## src/include/ring_config.svh

```systemverilog
//--------------------------------------------------------------------------
// Ring node configuration
// Sizes shared by the ring packet, the L1 tag arrays and the miss tables
//--------------------------------------------------------------------------

`ifndef RING_CONFIG_SVH
`define RING_CONFIG_SVH

// Hardware threads per core, one miss entry each
`define RING_THREADS 4

// Width of one cache line in bits
`define RING_LINE_BITS 64

// Line address width carried on the ring
`define RING_ADDR_BITS 32

// L1 geometry, same for both caches
`define RING_L1_SETS 8
`define RING_L1_WAYS 2

// Nodes on the ring, sizes dest_core
`define RING_CORES 4

`endif

```

## src/l1_pkg.sv

```systemverilog
//--------------------------------------------------------------------------
// L1 cache types
// Address split, way/set/thread indices and the core miss request
//--------------------------------------------------------------------------

`include "ring_config.svh"

package l1_pkg;

	typedef logic [$clog2(`RING_L1_SETS) - 1:0] set_idx_t;
	typedef logic [$clog2(`RING_L1_WAYS) - 1:0] way_idx_t;
	typedef logic [$clog2(`RING_THREADS) - 1:0] thread_idx_t;

	// Line address seen as tag over set index
	typedef struct packed
	{
		logic [`RING_ADDR_BITS - $clog2(`RING_L1_SETS) - 1:0] tag;
		set_idx_t set_idx;
	} l1_addr_t;

	// Miss or store strobe from the core
	typedef struct packed
	{
		logic valid;
		thread_idx_t thread;
		logic [`RING_ADDR_BITS - 1:0] address;
	} miss_req_t;

endpackage

```

## src/ring_pkg.sv

```systemverilog
//--------------------------------------------------------------------------
// Ring bus types
// Packet layout and packet/cache type encodings for the coherence ring
//--------------------------------------------------------------------------

`include "ring_config.svh"

package ring_pkg;

	// Request kinds a node can place on the ring
	typedef enum logic
	{
		PKT_READ_MISS,
		PKT_L2_WRITEBACK
	} packet_type_t;

	// Which L1 a request or ack belongs to
	typedef enum logic
	{
		CT_ICACHE,
		CT_DCACHE
	} cache_type_t;

	// Ring node number
	typedef logic [$clog2(`RING_CORES) - 1:0] core_id_t;

	// One ring slot, valid clear means empty
	typedef struct packed
	{
		logic valid;
		packet_type_t packet_type;
		logic ack;
		core_id_t dest_core;
		cache_type_t cache_type;
		logic [`RING_ADDR_BITS - 1:0] address;
		logic [`RING_LINE_BITS - 1:0] data;
	} ring_packet_t;

endpackage

```

## src/ring_node.sv

```systemverilog
//--------------------------------------------------------------------------
// Ring node top
// Three-stage ring controller for one core: miss tracking, tag update,
// L1 fill and outgoing slot
//--------------------------------------------------------------------------

`timescale 1ns/10ps
`include "ring_config.svh"

module ring_node import ring_pkg::*, l1_pkg::*;
	#(parameter int CORE_ID = 0)
	(input clk,
	input reset,

	// Ring
	input ring_packet_t packet_in,
	output ring_packet_t packet_out,

	// Core strobes
	input miss_req_t dcache_miss,
	input miss_req_t icache_miss,
	input miss_req_t dcache_store,

	// Data store victim read
	output set_idx_t dd_read_set,
	output way_idx_t dd_read_way,
	input logic [`RING_LINE_BITS - 1:0] dd_read_data,

	// L1 fills
	output logic dc_update_en,
	output way_idx_t dc_update_way,
	output set_idx_t dc_update_set,
	output logic [`RING_LINE_BITS - 1:0] dc_update_data,
	output logic ic_update_en,
	output way_idx_t ic_update_way,
	output set_idx_t ic_update_set,
	output logic [`RING_LINE_BITS - 1:0] ic_update_data,

	// Thread wake-up
	output logic dcache_wake,
	output thread_idx_t dcache_wake_entry,
	output logic icache_wake,
	output thread_idx_t icache_wake_entry);

	ring_packet_t rc1_packet;
	thread_idx_t rc1_dcache_miss_entry;
	thread_idx_t rc1_icache_miss_entry;
	ring_packet_t rc2_packet;
	logic rc2_need_writeback;
	logic [`RING_ADDR_BITS - 1:0] rc2_evicted_line_addr;
	way_idx_t rc2_fill_way;
	thread_idx_t rc2_dcache_miss_entry;
	thread_idx_t rc2_icache_miss_entry;

	ring_stage1 #(.CORE_ID(CORE_ID)) stage1(
		.clk(clk),
		.reset(reset),
		.packet_in(packet_in),
		.dcache_miss(dcache_miss),
		.icache_miss(icache_miss),
		// Wakes loop back to clear the miss table
		.rc3_dcache_wake(dcache_wake),
		.rc3_icache_wake(icache_wake),
		.rc3_dcache_wake_entry(dcache_wake_entry),
		.rc3_icache_wake_entry(icache_wake_entry),
		.rc1_packet(rc1_packet),
		.rc1_dcache_miss_entry(rc1_dcache_miss_entry),
		.rc1_icache_miss_entry(rc1_icache_miss_entry));

	ring_stage2 #(.CORE_ID(CORE_ID)) stage2(
		.clk(clk),
		.reset(reset),
		.rc1_packet(rc1_packet),
		.rc1_dcache_miss_entry(rc1_dcache_miss_entry),
		.rc1_icache_miss_entry(rc1_icache_miss_entry),
		.dcache_store(dcache_store),
		.rc2_packet(rc2_packet),
		.rc2_need_writeback(rc2_need_writeback),
		.rc2_evicted_line_addr(rc2_evicted_line_addr),
		.rc2_fill_way(rc2_fill_way),
		.rc2_dcache_miss_entry(rc2_dcache_miss_entry),
		.rc2_icache_miss_entry(rc2_icache_miss_entry),
		.dd_read_set(dd_read_set),
		.dd_read_way(dd_read_way));

	ring_stage3 #(.CORE_ID(CORE_ID)) stage3(
		.clk(clk),
		.reset(reset),
		.rc2_packet(rc2_packet),
		.rc2_need_writeback(rc2_need_writeback),
		.rc2_evicted_line_addr(rc2_evicted_line_addr),
		.rc2_fill_way(rc2_fill_way),
		.rc2_dcache_miss_entry(rc2_dcache_miss_entry),
		.rc2_icache_miss_entry(rc2_icache_miss_entry),
		.dd_read_data(dd_read_data),
		.packet_out(packet_out),
		.dc_update_en(dc_update_en),
		.dc_update_way(dc_update_way),
		.dc_update_set(dc_update_set),
		.dc_update_data(dc_update_data),
		.ic_update_en(ic_update_en),
		.ic_update_way(ic_update_way),
		.ic_update_set(ic_update_set),
		.ic_update_data(ic_update_data),
		.rc3_dcache_wake(dcache_wake),
		.rc3_dcache_wake_entry(dcache_wake_entry),
		.rc3_icache_wake(icache_wake),
		.rc3_icache_wake_entry(icache_wake_entry));
endmodule

```

## src/ring_stage1.sv

```systemverilog
//--------------------------------------------------------------------------
// Ring node stage 1
// Records L1 misses per thread, injects read requests into empty slots
// and finds the waiting thread for acks passing through
//--------------------------------------------------------------------------

`timescale 1ns/10ps
`include "ring_config.svh"

module ring_stage1 import ring_pkg::*, l1_pkg::*;
	#(parameter int CORE_ID = 0)
	(input clk,
	input reset,
	input ring_packet_t packet_in,
	input miss_req_t dcache_miss,
	input miss_req_t icache_miss,
	input logic rc3_dcache_wake,
	input logic rc3_icache_wake,
	input thread_idx_t rc3_dcache_wake_entry,
	input thread_idx_t rc3_icache_wake_entry,
	output ring_packet_t rc1_packet,
	output thread_idx_t rc1_dcache_miss_entry,
	output thread_idx_t rc1_icache_miss_entry);

	localparam int NT = `RING_THREADS;
	localparam int NC = 2;

	// Both tables indexed by cache_type_t
	miss_req_t miss_in [NC];
	logic wake_in [NC];
	thread_idx_t wake_entry_in [NC];
	logic [NT - 1:0] tbl_valid [NC];
	logic [NT - 1:0] tbl_issued [NC];
	logic [`RING_ADDR_BITS - 1:0] tbl_addr [NC][NT];
	logic inject;
	logic issue;
	cache_type_t inject_cache;
	thread_idx_t inject_thread;
	thread_idx_t match_entry [NC];
	ring_packet_t packet_nxt;

	assign miss_in[CT_DCACHE] = dcache_miss;
	assign miss_in[CT_ICACHE] = icache_miss;
	assign wake_in[CT_DCACHE] = rc3_dcache_wake;
	assign wake_in[CT_ICACHE] = rc3_icache_wake;
	assign wake_entry_in[CT_DCACHE] = rc3_dcache_wake_entry;
	assign wake_entry_in[CT_ICACHE] = rc3_icache_wake_entry;

	// Pick pending entry, last write wins
	// Icache scanned first so any dcache entry overrides it
	// Threads scanned downward so the lowest index wins
	always_comb
	begin
		inject = 1'b0;
		inject_cache = CT_DCACHE;
		inject_thread = '0;
		for (int c = 0; c < NC; c++)
		begin
			for (int t = NT - 1; t >= 0; t--)
			begin
				if (tbl_valid[c][t] && !tbl_issued[c][t])
				begin
					inject = 1'b1;
					inject_cache = cache_type_t'(c);
					inject_thread = thread_idx_t'(t);
				end
			end
		end
	end

	// Only an empty slot can take a request
	assign issue = inject && !packet_in.valid;

	always_comb
	begin
		packet_nxt = packet_in;
		if (issue)
		begin
			packet_nxt = '0;
			packet_nxt.valid = 1'b1;
			packet_nxt.packet_type = PKT_READ_MISS;
			packet_nxt.dest_core = core_id_t'(CORE_ID);
			packet_nxt.cache_type = inject_cache;
			packet_nxt.address = tbl_addr[inject_cache][inject_thread];
		end
	end

	// Find thread waiting on this address
	// Only meaningful when the slot is an ack for this node
	always_comb
	begin
		for (int c = 0; c < NC; c++)
		begin
			match_entry[c] = '0;
			for (int t = NT - 1; t >= 0; t--)
			begin
				if (tbl_valid[c][t] && tbl_issued[c][t]
					&& tbl_addr[c][t] == packet_in.address)
					match_entry[c] = thread_idx_t'(t);
			end
		end
	end

	always_ff @(posedge clk, posedge reset)
	begin
		if (reset)
		begin
			for (int c = 0; c < NC; c++)
			begin
				tbl_valid[c] <= '0;
				tbl_issued[c] <= '0;
			end
		end
		else
		begin
			for (int c = 0; c < NC; c++)
			begin
				// Fill done, thread released
				if (wake_in[c])
					tbl_valid[c][wake_entry_in[c]] <= 1'b0;

				// New miss, waits for an empty slot
				if (miss_in[c].valid)
				begin
					tbl_valid[c][miss_in[c].thread] <= 1'b1;
					tbl_issued[c][miss_in[c].thread] <= 1'b0;
				end

				if (issue && int'(inject_cache) == c)
					tbl_issued[c][inject_thread] <= 1'b1;
			end
		end
	end

	always_ff @(posedge clk)
	begin
		for (int c = 0; c < NC; c++)
		begin
			if (miss_in[c].valid)
				tbl_addr[c][miss_in[c].thread] <= miss_in[c].address;
		end
	end

	always_ff @(posedge clk, posedge reset)
	begin
		if (reset)
			rc1_packet <= '0;
		else
			rc1_packet <= packet_nxt;
	end

	always_ff @(posedge clk)
	begin
		rc1_dcache_miss_entry <= match_entry[CT_DCACHE];
		rc1_icache_miss_entry <= match_entry[CT_ICACHE];
	end
endmodule

```

## src/ring_stage2.sv

```systemverilog
//--------------------------------------------------------------------------
// Ring node stage 2
// L1 tag, valid, dirty and LRU state; picks the fill way for an ack,
// detects a dirty victim and reads its line from the data store
//--------------------------------------------------------------------------

`timescale 1ns/10ps
`include "ring_config.svh"

module ring_stage2 import ring_pkg::*, l1_pkg::*;
	#(parameter int CORE_ID = 0)
	(input clk,
	input reset,
	input ring_packet_t rc1_packet,
	input thread_idx_t rc1_dcache_miss_entry,
	input thread_idx_t rc1_icache_miss_entry,
	input miss_req_t dcache_store,
	output ring_packet_t rc2_packet,
	output logic rc2_need_writeback,
	output logic [`RING_ADDR_BITS - 1:0] rc2_evicted_line_addr,
	output way_idx_t rc2_fill_way,
	output thread_idx_t rc2_dcache_miss_entry,
	output thread_idx_t rc2_icache_miss_entry,
	output set_idx_t dd_read_set,
	output way_idx_t dd_read_way);

	localparam int NS = `RING_L1_SETS;
	localparam int NW = `RING_L1_WAYS;
	localparam int NC = 2;
	localparam int TAG_W = `RING_ADDR_BITS - $clog2(`RING_L1_SETS);

	// Tag state indexed by cache_type_t, dirty for data cache only
	logic [TAG_W - 1:0] tag_mem [NC][NS][NW];
	logic [NW - 1:0] tag_valid [NC][NS];
	logic [NW - 1:0] dirty [NS];
	way_idx_t lru [NC][NS];
	l1_addr_t pkt_addr;
	l1_addr_t store_addr;
	l1_addr_t victim_addr;
	logic is_ack_for_me;
	way_idx_t fill_way [NC];
	way_idx_t sel_fill_way;
	logic need_writeback;

	assign pkt_addr = rc1_packet.address;
	assign store_addr = dcache_store.address;
	assign is_ack_for_me = rc1_packet.valid && rc1_packet.ack
		&& rc1_packet.dest_core == core_id_t'(CORE_ID);

	// First invalid way, else the LRU way
	always_comb
	begin
		for (int c = 0; c < NC; c++)
		begin
			fill_way[c] = lru[c][pkt_addr.set_idx];
			for (int w = NW - 1; w >= 0; w--)
			begin
				if (!tag_valid[c][pkt_addr.set_idx][w])
					fill_way[c] = way_idx_t'(w);
			end
		end
	end

	assign sel_fill_way = fill_way[rc1_packet.cache_type];

	// Dirty victim in the data cache goes back to L2
	assign need_writeback = is_ack_for_me && rc1_packet.cache_type == CT_DCACHE
		&& tag_valid[CT_DCACHE][pkt_addr.set_idx][fill_way[CT_DCACHE]]
		&& dirty[pkt_addr.set_idx][fill_way[CT_DCACHE]];
	assign victim_addr = {tag_mem[CT_DCACHE][pkt_addr.set_idx][fill_way[CT_DCACHE]],
		pkt_addr.set_idx};

	// Victim line read now, data lands while stage 3 holds the slot
	assign dd_read_set = pkt_addr.set_idx;
	assign dd_read_way = fill_way[CT_DCACHE];

	always_ff @(posedge clk, posedge reset)
	begin
		if (reset)
		begin
			for (int s = 0; s < NS; s++)
			begin
				dirty[s] <= '0;
				for (int c = 0; c < NC; c++)
				begin
					tag_valid[c][s] <= '0;
					lru[c][s] <= '0;
				end
			end
		end
		else
		begin
			// Store hit marks the line dirty, LRU untouched
			if (dcache_store.valid)
			begin
				for (int w = 0; w < NW; w++)
				begin
					if (tag_valid[CT_DCACHE][store_addr.set_idx][w]
						&& tag_mem[CT_DCACHE][store_addr.set_idx][w] == store_addr.tag)
						dirty[store_addr.set_idx][w] <= 1'b1;
				end
			end

			// Install new line clean, fill wins over a same-cycle store
			if (is_ack_for_me)
			begin
				tag_valid[rc1_packet.cache_type][pkt_addr.set_idx][sel_fill_way] <= 1'b1;
				lru[rc1_packet.cache_type][pkt_addr.set_idx] <= ~sel_fill_way;
				if (rc1_packet.cache_type == CT_DCACHE)
					dirty[pkt_addr.set_idx][sel_fill_way] <= 1'b0;
			end
		end
	end

	always_ff @(posedge clk)
	begin
		if (is_ack_for_me)
			tag_mem[rc1_packet.cache_type][pkt_addr.set_idx][sel_fill_way] <= pkt_addr.tag;
	end

	always_ff @(posedge clk, posedge reset)
	begin
		if (reset)
		begin
			rc2_packet <= '0;
			rc2_need_writeback <= 1'b0;
		end
		else
		begin
			rc2_packet <= rc1_packet;
			rc2_need_writeback <= need_writeback;
		end
	end

	always_ff @(posedge clk)
	begin
		rc2_evicted_line_addr <= victim_addr;
		rc2_fill_way <= sel_fill_way;
		rc2_dcache_miss_entry <= rc1_dcache_miss_entry;
		rc2_icache_miss_entry <= rc1_icache_miss_entry;
	end
endmodule

```

## src/ring_stage3.sv

```systemverilog
//--------------------------------------------------------------------------
// Ring node stage 3
// Writes the filled line into L1, wakes the waiting thread and
// drives the outgoing ring slot
//--------------------------------------------------------------------------

`timescale 1ns/10ps
`include "ring_config.svh"

module ring_stage3 import ring_pkg::*, l1_pkg::*;
	#(parameter int CORE_ID = 0)
	(input clk,
	input reset,
	input ring_packet_t rc2_packet,
	input logic rc2_need_writeback,
	input logic [`RING_ADDR_BITS - 1:0] rc2_evicted_line_addr,
	input way_idx_t rc2_fill_way,
	input thread_idx_t rc2_dcache_miss_entry,
	input thread_idx_t rc2_icache_miss_entry,
	input logic [`RING_LINE_BITS - 1:0] dd_read_data,
	output ring_packet_t packet_out,
	output logic dc_update_en,
	output way_idx_t dc_update_way,
	output set_idx_t dc_update_set,
	output logic [`RING_LINE_BITS - 1:0] dc_update_data,
	output logic ic_update_en,
	output way_idx_t ic_update_way,
	output set_idx_t ic_update_set,
	output logic [`RING_LINE_BITS - 1:0] ic_update_data,
	output logic rc3_dcache_wake,
	output thread_idx_t rc3_dcache_wake_entry,
	output logic rc3_icache_wake,
	output thread_idx_t rc3_icache_wake_entry);

	l1_addr_t line_addr;
	logic is_ack_for_me;
	ring_packet_t packet_nxt;

	assign line_addr = rc2_packet.address;
	assign is_ack_for_me = rc2_packet.valid && rc2_packet.ack
		&& rc2_packet.dest_core == core_id_t'(CORE_ID);

	// Data cache fill
	assign dc_update_en = is_ack_for_me && rc2_packet.cache_type == CT_DCACHE;
	assign dc_update_way = rc2_fill_way;
	assign dc_update_set = line_addr.set_idx;
	assign dc_update_data = rc2_packet.data;

	// Instruction cache fill
	assign ic_update_en = is_ack_for_me && rc2_packet.cache_type == CT_ICACHE;
	assign ic_update_way = rc2_fill_way;
	assign ic_update_set = line_addr.set_idx;
	assign ic_update_data = rc2_packet.data;

	// Thread wakes in the same cycle as its fill
	assign rc3_dcache_wake = dc_update_en;
	assign rc3_dcache_wake_entry = rc2_dcache_miss_entry;
	assign rc3_icache_wake = ic_update_en;
	assign rc3_icache_wake_entry = rc2_icache_miss_entry;

	// Consumed ack frees its slot unless a writeback takes it
	always_comb
	begin
		packet_nxt = '0;
		if (rc2_need_writeback)
		begin
			packet_nxt.valid = 1'b1;
			packet_nxt.packet_type = PKT_L2_WRITEBACK;
			packet_nxt.address = rc2_evicted_line_addr;
			packet_nxt.data = dd_read_data;
		end
		else if (!is_ack_for_me)
			packet_nxt = rc2_packet;
	end

	always_ff @(posedge clk, posedge reset)
	begin
		if (reset)
			packet_out <= '0;
		else
			packet_out <= packet_nxt;
	end
endmodule

```

## config.mk

```make
export PLATFORM = sky130hd
export DESIGN_NAME = ring_node
export DESIGN_NICKNAME = d
export VERILOG_FILES = /design/src/l1_pkg.sv /design/src/ring_pkg.sv /design/src/ring_node.sv /design/src/ring_stage1.sv /design/src/ring_stage2.sv /design/src/ring_stage3.sv
export VERILOG_INCLUDE_DIRS = /design/src /design/src/include
export SDC_FILE = /design/constraint.sdc
export NUM_CORES = 2
export LEC_CHECK = 0
export ABC_AREA = 0
export BUFFER_PORTS_ARGS = -buffer_cell sky130_fd_sc_hd__buf_2
export CORE_MARGIN = 4
export CORE_UTILIZATION = 30
export CTS_CLUSTER_DIAMETER = 80
export CTS_CLUSTER_SIZE = 16
export DETAILED_ROUTE_END_ITERATION = 8
export HOLD_SLACK_MARGIN = 0.12
export MAX_ROUTING_LAYER = met4
export PLACE_DENSITY = 0.52
export SYNTH_ARGS = -nofsm -noshare
export SYNTH_HDL_FRONTEND = slang
export SYNTH_SLANG_ARGS = --single-unit
```

## constraint.sdc

```tcl
create_clock -name clk -period 43 [get_ports clk]
set_input_delay 8.6 -clock clk [delete_from_list [all_inputs] [get_ports clk]]
set_output_delay 8.6 -clock clk [all_outputs]
set_load 0.02 [all_outputs]
```

==> flow_metrics.tcl <==
set metrics [dict create \
    hp-class "register to register" \
    finalHoldViolations 0 \
    synth_warnings 0 \
    start_util 0.302 \
    seq_area_sq_mm 0.0321 \
    reg2reg_from "stage1.rc1_packet[66]" \
    ys_ff_latch 1148 \
    slew_viol_final 0 \
    io_pins 523 \
    routabilityCongestion 0.904 \
    reg2regPathDepth 10 \
    clock-sinks 1148 \
    cts_root_buf "clkbuf_16" \
    rsz0062_at_grt "no" \
    cp_max_fo 26 \
    clock_path_buffers 3 \
    multi_input_area_sq_mm 0.0157 \
    crit_start "stage1.rc1_packet[66]" \
    synth_cell_types 74 \
    period_share 0.289 \
    grt_pass1_wl_microns 254000 \
    grt_max_degree 131 \
    tightest_slew_ps 1290 \
    synthArstFlopShare 0.337 \
    cts-buffers-inserted 89 \
    synth_fa_ha_area_frac 0 \
    htreeDepth 3 \
    drc 0 \
    wirelength_microns 183000 \
    finalNetCount 4247 \
    yosys.cell_count.top_type "edfxtp_1" \
    endpoint_kind "output pin" \
    period_needed_ps 12440 \
    setup_violations 0 \
    yosys.area.top_type_share 0.433 \
    relSlewSlack 0.133 \
    maxCapViolCount 0 \
    ctsResizeCount 0 \
    synth-xor-area-share 0.0486 \
    fillCellCount 16300 \
    core_area_sq_mm 0.165 \
    vias 32900 \
    clock.fmax_mhz 80.4 \
    crit_arrival_ps 3840 \
    cp.required_ps 34400 \
    grt_pass1_vias 32200 \
    drive_gt1_frac 0.218 \
    firstDrtPassIters 6 \
    row_count 149 \
    viasPerCell 5.26 \
    ys_seq_area_frac 0.644 \
    cts_setup_buffers 0 \
    syn-mean-instance-area_sq_um 13.6 \
    clock_latency_ps 730 \
    grt_util_all_layers 0.211 \
    p_total_mw 3.14 \
    path_clk_slew_ps 80 \
    ir_worst_vdd_v 0.0000359 \
    die_x_microns 416 \
    drtIter0Drc 3531 \
    antenna_found_initial 46 \
    outcome "completed" \
    r2r_end "stage2.tag_mem[1][320]" \
    netlist_area_sq_mm 0.0499 \
    wl_per_cell_microns 29.3 \
    p_per_area_mw_per_mm2 55.3 \
    tns_ps 0 \
    detail-route-antenna-nets 0 \
    portBuffers 520 \
    yosysTopAreaCell "edfxtp_1" \
    cts_tree "yes" \
    netlist_instances 3669 \
    synthTopCellsByCount "720 x edfxtp_1, 387 x dfrtp_1, 300 x nand2_1" \
    die_h_microns 416 \
    hp-start "stage1.rc1_dcache_miss_entry[0]" \
    areaGrowthSynthToFinish_pct 13.6 \
    dieArea_sq_mm 0.173 \
    synthTopCellsByArea "edfxtp_1 43%, dfrtp_1 19%, mux2i_1 5.0%" \
    startpoint_type "register" \
    rrSetupSlack_ps 37920 \
    dpl.hpwl_microns 120000 \
    synth_compound_area_frac 0.0918 \
    synth_edf_count 720 \
    criticalPathCategory "register to output pin" \
    overflow 0 \
    synth.net_count 3942 \
    synth_top_family_by_area "compound AO/OA/AOI/OAI gates" \
    synth-simple-area-share 0.0810 \
    hold_buffers 0 \
    muxShareOfSynthArea 0.0892 \
    crit_end "dd_read_way" \
    clock_skew_ps 48.4 \
    p_leak_nw 20.9 \
    ys.flop_type "edfxtp_1" \
]
metrics by stage:
| stage | utilization | hold WS (ps) | std cells | setup WS, ps | instance area, sq um |
|---|---|---|---|---|---|
| floorplan | - | 310 | 3669 | 23640 | 49900 |
| global placement | 0.326 | 313 | 6072 | 30290 | 53800 |
| detailed placement | 0.326 | 315 | 6072 | 30250 | 53800 |
| CTS | 0.343 | 334 | 6229 | 30520 | 56600 |
| global route | 0.343 | 340 | 6246 | 30340 | 56700 |
| finish | 0.343 | 332 | 6255 | 30560 | 56700 |
layout make-up:
cell class | instances | share of cell area
repair buffers | 593 | 0.0560
clock inverters | 21 | 0.00536
flip-flops and latches | 1148 | 0.567
clock buffers | 136 | 0.0442
inverters | 30 | 0.00212
diodes | 26 | 0.00115
multi-input cells | 2112 | 0.276
well taps | 2189 | 0.0483
kinds of logic (layout without fill, tap and decap cells):
family,after synthesis,count (layout)
flops,1148,1148
simple gates,792,792
compound gates,677,677
buf+inv,409,780
mux,366,366
xor+xnor,277,277
other cells,0,26
cells in the final DEF, fill, tap and decap left out, drive strengths merged, types with 41 or more instances in the layout:
cell type  Yosys  layout
mux2          65      65
dfxtp         41      41
a31oi         42      42
a22oi        282     282
clkbuf       172     136
xor2         137     137
nand3         65      65
nor2          82      82
buf          207     593
nor2b         84      84
edfxtp       720     720
mux4          54      54
o21ai        143     143
xnor2        140     140
mux2i        247     247
a21oi         52      52
nand4         95      95
dfrtp        387     387
nand2        300     300
nor4          48      48
worst min-delay path by stage:
stage                                                 end  depth (start not counted)
after global placement    stage2.rc2_dcache_miss_entry[0]                          0
final                     stage2.rc2_dcache_miss_entry[0]                          0
after global routing      stage2.rc2_dcache_miss_entry[1]                          0
after CTS                 stage2.rc2_dcache_miss_entry[0]                          0
after floorplan           stage2.rc2_dcache_miss_entry[0]                          0
after detailed placement  stage2.rc2_dcache_miss_entry[0]                          0
sequential cells by signal (all words and copies together) (netlist names):
name	cells
stage2.tag_mem	464
stage1.rc1_dcache_miss_entry	2
stage2.rc2_packet	102
stage1.tbl_issued	8
stage1.rc1_packet	102
stage2.tag_valid	32
stage3.packet_out	102
stage2.lru	16
stage2.rc2_evicted_line_addr	32
stage1.tbl_addr	256
stage2.rc2_need_writeback	1
stage1.rc1_icache_miss_entry	2
stage1.tbl_valid	8
stage2.rc2_fill_way	1
stage2.rc2_dcache_miss_entry	2
stage2.dirty	16
stage2.rc2_icache_miss_entry	2
power breakdown:
group	total [mW]	internal, mW	switching (mW)	leakage, nW
combinational	0.829	0.262	0.567	7.94
sequential	1.47	1.35	0.116	11.7
clock	0.838	0.418	0.420	1.34
total	3.14	2.03	1.10	20.9
worst max-delay path, stage by stage (launching register included):
cell      delay [ps]
dfrtp_1          320
buf_4            340
clkinv_1         460
nor2_4           770
a221o_1          360
o21bai_4         320
inv_1            220
buf_2            250
routing by layer:
layer	track usage	part of all wire	routed length, microns	vias up
met2	0.345	0.49	89700	1533
li1	-	-	-	14200
met4	0.0642	0.032	5900	0
met3	0.0260	0.062	11400	293
met1	0.274	0.42	76400	16900
met5	-	0	0	-
Power figures use the tool's default switching activity.
